### src/verilog/gemac_pkg.sv
package gemac_pkg;

   typedef logic [7:0]  byte_t;          // gmii or client byte
   typedef logic [47:0] mac_addr_t;
   typedef logic [15:0] pause_quanta_t;  // units of 512 bit times
   typedef logic [31:0] fcs_t;
   typedef logic [15:0] frame_len_t;     // bytes since preamble start
   typedef logic [4:0]  pause_idx_t;

   // preamble start to last data or pad byte, 8 + 60
   localparam frame_len_t min_frame_len = 16'd68;
   localparam int pause_hdr_len = 18;    // da, sa, type, opcode, time

   localparam mac_addr_t flow_ctrl_addr = 48'h01_80_c2_00_00_01;
   localparam logic [15:0] mac_ctrl_type = 16'h8808;
   localparam logic [15:0] pause_opcode = 16'h0001;

   typedef enum logic [3:0] {
      idle,
      preamble,
      sfd,
      first_byte,   // client byte on tx_data, tx_ack high
      in_frame,
      in_frame_2,   // past minimum length, no padding needed
      pad,
      fcs,
      underrun,
      pause_pre,
      pause_sfd,
      pause_hdr
   } tx_state_e;

endpackage

### src/verilog/gemac_ifs.sv
// crc accumulator controls and result
interface crc_if;
   import gemac_pkg::*;

   logic  clear;   // restart at all ones
   logic  calc;    // fold data this cycle
   byte_t data;
   fcs_t  fcs;     // 31:24 goes out first

   modport tx (output clear, calc, data, input fcs);
   modport crc (input clear, calc, data, output fcs);

endinterface

// pause frame request and header byte lookup
interface pause_if;
   import gemac_pkg::*;

   logic       pending;   // pause frame owed
   logic       start;     // pause_pre entered
   pause_idx_t idx;
   byte_t      dat;       // header byte for idx

   modport tx (input pending, dat, output start, idx);
   modport src (output pending, dat, input start, idx);

endinterface

### src/verilog/eth_crc32.sv
module eth_crc32 (
   input logic tx_clk,
   input logic reset,
   crc_if.crc  crc
);
   import gemac_pkg::*;

   localparam fcs_t crc_poly = 32'hedb8_8320;  // 0x04c11db7 bit reversed

   fcs_t crc_reg;
   fcs_t crc_next;

   // lsb first, one bit per iteration
   always_comb
   begin
      crc_next = crc_reg;
      for (int i = 0; i < 8; i++)
      begin
         if (crc_next[0] ^ crc.data[i])
            crc_next = (crc_next >> 1) ^ crc_poly;
         else
            crc_next = crc_next >> 1;
      end
   end

   always_ff @(posedge tx_clk)
   begin
      if (reset || crc.clear)
         crc_reg <= '1;
      else if (crc.calc)
         crc_reg <= crc_next;
   end

   // complement, low byte of the register leads on the wire
   assign crc.fcs = ~{crc_reg[7:0], crc_reg[15:8], crc_reg[23:16], crc_reg[31:24]};

endmodule

### src/verilog/pause_frame_src.sv
module pause_frame_src (
   input  logic                     tx_clk,
   input  logic                     reset,
   input  logic                     pause_req,
   input  gemac_pkg::pause_quanta_t pause_time,
   input  gemac_pkg::mac_addr_t     mac_addr,
   pause_if.src                     pause
);
   import gemac_pkg::*;

   logic          pending_q;
   pause_quanta_t time_held;
   byte_t         hdr_byte;

   // whole header, first byte on the wire in the top bits
   logic [8*pause_hdr_len-1:0] hdr;

   // a new request wins over start in the same cycle
   always_ff @(posedge tx_clk)
   begin
      if (reset)
         pending_q <= 1'b0;
      else if (pause_req)
         pending_q <= 1'b1;
      else if (pause.start)
         pending_q <= 1'b0;
   end

   always_ff @(posedge tx_clk)
   begin
      if (pause_req)
         time_held <= pause_time;   // later request overwrites
   end

   assign hdr = {flow_ctrl_addr,
                 mac_addr,
                 mac_ctrl_type,
                 pause_opcode,
                 time_held};

   always_comb
   begin
      if (int'(pause.idx) < pause_hdr_len)
         hdr_byte = hdr[8*(pause_hdr_len-1-int'(pause.idx)) +: 8];
      else
         hdr_byte = '0;
   end

   assign pause.dat     = hdr_byte;
   assign pause.pending = pending_q;

endmodule

### src/verilog/gemac_tx.sv
module gemac_tx #(
   parameter int startup_gap = 100
) (
   input  logic             tx_clk,
   input  logic             reset,
   input  gemac_pkg::byte_t tx_data,
   input  logic             tx_valid,
   input  logic             tx_error,
   output logic             tx_ack,
   input  gemac_pkg::byte_t ifg,
   crc_if.tx                crc,
   pause_if.tx              pause,
   output logic             gmii_tx_en,
   output logic             gmii_tx_er,
   output gemac_pkg::byte_t gmii_txd
);
   import gemac_pkg::*;

   localparam frame_len_t hdr_start = 16'd8;       // preamble plus sfd
   localparam frame_len_t hdr_last = hdr_start + frame_len_t'(pause_hdr_len) - 16'd1;
   localparam logic [2:0] preamble_last = 3'd6;    // seven 0x55 bytes
   localparam logic [2:0] fcs_last = 3'd3;

   tx_state_e  state;
   tx_state_e  state_next;
   logic [2:0] step;         // position inside preamble and fcs
   frame_len_t frame_len;
   byte_t      gap_cnt;
   logic       gap_done;
   logic       fcs_done;

   logic  tx_en_pre;
   logic  tx_er_pre;
   byte_t txd_pre;
   byte_t fcs_byte;

   assign gap_done = (gap_cnt == '0);
   assign fcs_done = (state == fcs) && (step == fcs_last);

   // pause frames go ahead of client data
   always_comb
   begin
      state_next = state;
      case (state)
         idle:
            if (gap_done)
            begin
               if (pause.pending)
                  state_next = pause_pre;
               else if (tx_valid)
                  state_next = preamble;
            end
         preamble:
            if (step == preamble_last)
               state_next = sfd;
         pause_pre:
            if (step == preamble_last)
               state_next = pause_sfd;
         sfd:
            state_next = first_byte;
         pause_sfd:
            state_next = pause_hdr;
         first_byte:
            if (tx_error)
               state_next = underrun;
            else if (!tx_valid)
               state_next = pad;
            else
               state_next = in_frame;
         in_frame:
            if (tx_error)
               state_next = underrun;
            else if (!tx_valid)
               state_next = pad;
            else if (frame_len == min_frame_len - 16'd1)
               state_next = in_frame_2;
         in_frame_2:
            if (tx_error)
               state_next = underrun;
            else if (!tx_valid)
               state_next = fcs;
         pad:
            if (frame_len == min_frame_len)
               state_next = fcs;
         pause_hdr:
            if (frame_len == hdr_last)
               state_next = pad;
         fcs:
            if (step == fcs_last)
               state_next = idle;
         underrun:
            state_next = idle;
         default:
            state_next = idle;
      endcase
   end

   always_ff @(posedge tx_clk)
   begin
      if (reset)
      begin
         state <= idle;
         step  <= '0;
      end
      else
      begin
         state <= state_next;
         step  <= (state_next == state) ? step + 3'd1 : 3'd0;  // restart on each new state
      end
   end

   always_ff @(posedge tx_clk)
   begin
      if (reset || state == idle)
         frame_len <= '0;
      else
         frame_len <= frame_len + 16'd1;
   end

   // no reload after an underrun
   always_ff @(posedge tx_clk)
   begin
      if (reset)
         gap_cnt <= byte_t'(startup_gap);
      else if (fcs_done)
         gap_cnt <= ifg;
      else if (!gap_done)
         gap_cnt <= gap_cnt - 8'd1;
   end

   // first output stage
   always_ff @(posedge tx_clk)
   begin
      if (reset)
      begin
         tx_en_pre <= 1'b0;
         tx_er_pre <= 1'b0;
         txd_pre   <= '0;
      end
      else
      begin
         case (state)
            idle:
            begin
               tx_en_pre <= 1'b0;
               tx_er_pre <= 1'b0;
               txd_pre   <= '0;
            end
            preamble, pause_pre:
            begin
               tx_en_pre <= 1'b1;
               txd_pre   <= 8'h55;
            end
            sfd, pause_sfd:
               txd_pre <= 8'hd5;
            first_byte, in_frame, in_frame_2:
               txd_pre <= tx_valid ? tx_data : 8'h00;
            pad:
               txd_pre <= '0;
            pause_hdr:
               txd_pre <= pause.dat;
            underrun:
            begin
               tx_er_pre <= 1'b1;
               txd_pre   <= '0;
            end
            fcs:
               if (fcs_done)
                  tx_en_pre <= 1'b0;   // en drops after the last fcs byte
            default:
               txd_pre <= '0;
         endcase
      end
   end

   always_comb
   begin
      case (step[1:0])
         2'd0:    fcs_byte = crc.fcs[31:24];
         2'd1:    fcs_byte = crc.fcs[23:16];
         2'd2:    fcs_byte = crc.fcs[15:8];
         default: fcs_byte = crc.fcs[7:0];
      endcase
   end

   // second stage, fcs replaces the pre-stage byte
   always_ff @(posedge tx_clk)
   begin
      if (reset)
      begin
         gmii_tx_en <= 1'b0;
         gmii_tx_er <= 1'b0;
         gmii_txd   <= '0;
      end
      else
      begin
         gmii_tx_en <= tx_en_pre;
         gmii_tx_er <= tx_er_pre;
         gmii_txd   <= (state == fcs) ? fcs_byte : txd_pre;
      end
   end

   assign crc.clear = (state == idle);
   assign crc.data  = txd_pre;
   // sfd still sits in txd_pre on the first header cycle
   assign crc.calc  = (state == in_frame) || (state == in_frame_2) || (state == pad) ||
                      ((state == pause_hdr) && (frame_len != hdr_start));

   assign pause.start = (state == idle) && gap_done && pause.pending;
   assign pause.idx   = pause_idx_t'(frame_len[4:0] - hdr_start[4:0]);

   assign tx_ack = (state == first_byte);

endmodule

### src/verilog/gemac_tx_top.sv
module gemac_tx_top #(
   parameter int startup_gap = 100   // gap timer value out of reset
) (
   input  logic                     tx_clk,
   input  logic                     reset,
   output logic                     gmii_tx_en,
   output logic                     gmii_tx_er,
   output gemac_pkg::byte_t         gmii_txd,
   input  gemac_pkg::byte_t         tx_data,
   input  logic                     tx_valid,
   input  logic                     tx_error,
   output logic                     tx_ack,
   input  gemac_pkg::byte_t         ifg,
   input  gemac_pkg::mac_addr_t     mac_addr,
   input  logic                     pause_req,
   input  gemac_pkg::pause_quanta_t pause_time
);

   crc_if   crc_bus ();
   pause_if pause_bus ();

   gemac_tx #(
      .startup_gap (startup_gap)
   ) gemac_tx_inst (
      .tx_clk     (tx_clk),
      .reset      (reset),
      .tx_data    (tx_data),
      .tx_valid   (tx_valid),
      .tx_error   (tx_error),
      .tx_ack     (tx_ack),
      .ifg        (ifg),
      .crc        (crc_bus.tx),
      .pause      (pause_bus.tx),
      .gmii_tx_en (gmii_tx_en),
      .gmii_tx_er (gmii_tx_er),
      .gmii_txd   (gmii_txd)
   );

   eth_crc32 eth_crc32_inst (
      .tx_clk (tx_clk),
      .reset  (reset),
      .crc    (crc_bus.crc)
   );

   pause_frame_src pause_frame_src_inst (
      .tx_clk     (tx_clk),
      .reset      (reset),
      .pause_req  (pause_req),
      .pause_time (pause_time),
      .mac_addr   (mac_addr),
      .pause      (pause_bus.src)
   );

endmodule

### config.mk
export PLATFORM = sky130hd
export DESIGN_NAME = gemac_tx_top
export DESIGN_NICKNAME = d
export VERILOG_FILES = /design/src/verilog/gemac_pkg.sv /design/src/verilog/gemac_ifs.sv /design/src/verilog/eth_crc32.sv /design/src/verilog/pause_frame_src.sv /design/src/verilog/gemac_tx.sv /design/src/verilog/gemac_tx_top.sv
export SDC_FILE = /design/constraint.sdc
export NUM_CORES = 1
export LEC_CHECK = 0
export BUFFER_PORTS_ARGS = -buffer_cell sky130_fd_sc_hd__buf_2
export CELL_PAD_IN_SITES_DETAIL_PLACEMENT = 1
export CELL_PAD_IN_SITES_GLOBAL_PLACEMENT = 1
export CORE_UTILIZATION = 44
export DETAILED_ROUTE_END_ITERATION = 8
export HOLD_SLACK_MARGIN = 0.05
export MAX_ROUTING_LAYER = met4
export PLACE_DENSITY = 0.84
export SLEW_MARGIN = 20
export SYNTH_ARGS = -nofsm -noshare
export SYNTH_HDL_FRONTEND = slang
export SYNTH_SLANG_ARGS = --single-unit
### constraint.sdc
create_clock -name tx_clk -period 3.4 [get_ports tx_clk]
set_input_delay 0.68 -clock tx_clk [delete_from_list [all_inputs] [get_ports tx_clk]]
set_output_delay 0.68 -clock tx_clk [all_outputs]
set_load 0.02 [all_outputs]
==> impl_metrics.yaml <==
status:
  status: "finished, final reports clean"
synthesis:
  synth_edf_count: 16
  synth_largest_area_cell: "dfxtp_1"
  synth_top_area_share_pct: 27.8
  synth_seq_area_share_pct: 35.7
  yosysUniqueCellTypes: 73
  yosys_warnings: 0
  ys_top_cells_by_count: "dfxtp_1 (84), nand2_1 (69), xnor2_1 (50)"
  synth-async-reset-ratio_pct: 0
  synth_seq_cells: 100
  synth_fp_nets: 742
  synth_area_um2: 6050
  synth_most_common_cell: "dfxtp_1"
  syn_avg_cell_area_um2: 9.44
  synth_area_leaders: "dfxtp_1 (28%), edfxtp_1 (7.9%), xnor2_1 (7.2%)"
  synthCells: 641
  synth_ff_type: "dfxtp_1"
route:
  drt_wl_total_um: 16900
  drtPass1Iterations: 4
  routed_via_density: 5.69
  vias: 5103
  first_iter_violations: 306
  ant_nets: 0
  wl_per_cell_um: 18.8
  drc: 0
min_path:
  hold_class: "register to register"
  min_to: "gemac_tx_inst.tx_er_pre"
  worstHoldStart: "gemac_tx_inst.tx_er_pre"
  min_path_cells: 2
cts:
  cts_max_path_buffers: 2
  cts_made_buffers: 9
  holdBufCountCts: 0
  clk_pin_slew_ps: 70
  h-tree-depth: 3
  cts_sinks: 100
  clockRootBuffer: "clkbuf_16"
  cts_tree: "built"
  ctsResizeCount: 0
  post-cts-setup-buffers: 0
  clock_latency_ps: 360
worst_setup_path:
  worstSetupStartpoint: "gemac_tx_inst.frame_len[1]"
  cp-end-kind: "register"
  worst_ep_arrival_time_ps: 2980
  regToRegStartpoint: "gemac_tx_inst.frame_len[1]"
  critPathMaxStageDelay_ps: 750
  cp.buffers_inverters: 2
  reg2regPathDepth: 9
  crit_type: "register to register"
  crit_chain: "buf_4 > inv_1 > ha_1 > or2_2 > a2bb2oi_1 > a21oi_1 > nor4_1 > o21ai_0 > a21oi_1"
  slowest_stage: "ha_1"
  critPathTopFamily: "adder cells"
  critPathMaxFanout: 29
  reg2reg_to: "gemac_tx_inst.crc.data[0]"
  crit_required_ps: 3680
  crit_top_cell: "a21oi_1"
  rrSetupSlack_ps: 700
  start_kind: "register"
flow_run:
  drv_cap: 0
global_route:
  grt_pass1_wl_um: 27800
  use_met2_pct: 44.0
  gr-total-overflow: 0
  antenna_found_initial: 0
  grt.met1_usage_pct: 30.5
  grtUsageTotal_pct: 25.8
  grt_busiest_layer: "met2"
  grt_max_degree: 58
  grt_pass1_vias: 5367
  globalRouteMet3Util_pct: 5.46
place:
  hpwl_um: 12500
  pre_cts_ws_ps: 758
  globalplace.congestion: 0.871
  place_area_um2: 6580
  port_buffers: 95
sta:
  setup_viol: 0
  fin_crit_ps: 2700
  worst_slack_ps: 703
  fin_setup_tns_ps: 0
  hold_viol_final: 0
  whs_ps: 490
  slew-limit-headroom_pct: 48.7
  rsz0062_at_grt: "no"
  max_freq_mhz: 371
  drv_slew: 0
  fin_crit_sh_pct: 79.3
  tightest_slew_ps: 767
  skew_ps: 16.4
floorplanning:
  rows: 42
  initial_core_util_pct: 45.4
  dieArea_um2: 14200
  ios: 96
  core_um2: 13300
  die_h_um: 119
  die_w_um: 119
power_and_ir_drop:
  power_density_nw_per_um2: 358
  vdd.ir_drop.worst_uv: 307
  leakage_nw: 2.67
cells_and_area:
  area_growth_syn_to_layout_pct: 13.5
  num-nets-final: 817
  fillers: 1589
  finish.instance_area_um2: 6870
  antenna_cells: 0
  drive_gt1_share_pct: 21.6
  largest_register_ffs: 32
## metrics by stage
step | instances | power, mW | util [%]
after global placement | 881 | 1.43 | 49.3
final | 897 | 2.46 | 51.5
after CTS | 897 | 2.48 | 51.5
after global routing | 897 | 2.55 | 51.5
after floorplan | 641 | 1.36 | -
after detailed placement | 881 | 1.44 | 49.3
## cells by family after synthesis
family / count (synthesis) / synth area share, %
muxes: 31 / 5.97
xor gates and xnor gates: 90 / 16.7
AOI/OAI and AO/OA: 144 / 16.4
DFF: 100 / 35.7
buffers and inverters: 57 / 4.82
adders and majority gates: 16 / 3.31
and+or+nand+nor: 203 / 17.1
## per-layer routing
layer | up-vias | wire length, um | part of all wire, %
li1 | 2424 | - | -
met1 | 2521 | 7270 | 43
met2 | 123 | 8500 | 50
met3 | 35 | 689 | 4.1
met4 | 0 | 432 | 2.6
met5 | - | 0 | 0
## where the power goes
part	leakage (nW)	internal [mW]	switching (mW)	total (mW)
sequential	0.837	1.23	0.0191	1.25
clock	0.138	0.575	0.464	1.04
combinational	1.70	0.0827	0.0859	0.169
total	2.67	1.89	0.569	2.46
## final cells by class
type	instances	area, um^2	share of cell area (%)
clock buffers	11	233	3.39
clock inverters	5	58.8	0.856
inverters	20	75.1	1.09
multi-input cells	484	3600	52.4
flip-flops and latches	100	2160	31.5
well taps	176	220	3.20
repair buffers	101	520	7.57
## tightest hold or removal path, cell delays in order, from the launching register on
cell     delay, ps
dfxtp_1        340
a21oi_1         50
nor2_1          70
## worst max path at each step
stage	cells past startpoint	slack [ps]	end
floorplan	11	1020	gemac_tx_inst.crc.data[6]
global placement	9	920	gemac_tx_inst.crc.data[1]
detailed placement	9	760	gemac_tx_inst.crc.data[1]
CTS	9	730	gemac_tx_inst.crc.data[1]
global route	9	550	gemac_tx_inst.crc.data[7]
finish	9	700	gemac_tx_inst.crc.data[0]
## cell usage in the layout, fill, tap and decap left out, types with 4 or more instances in the layout
cell type	n
buf_2	95
dfxtp_1	84
nand2_1	69
xnor2_1	50
nor2_1	43
a21oi_1	34
mux2i_1	26
xor2_1	25
o21ai_0	23
o211ai_1	23
inv_1	20
nor2b_1	16
ha_1	16
edfxtp_1	16
nand3_1	12
nor3_1	11
o22ai_1	10
xnor2_4	9
clkbuf_16	9
o311ai_0	8
nor4_1	7
o31ai_1	6
buf_4	6
nor3b_1	5
nand4_1	5
and3_1	4
nand2b_1	4
a31o_2	4
and2_1	4
xnor2_2	4
a221oi_1	4
mux4_2	4
Power figures use the tool's default switching activity.
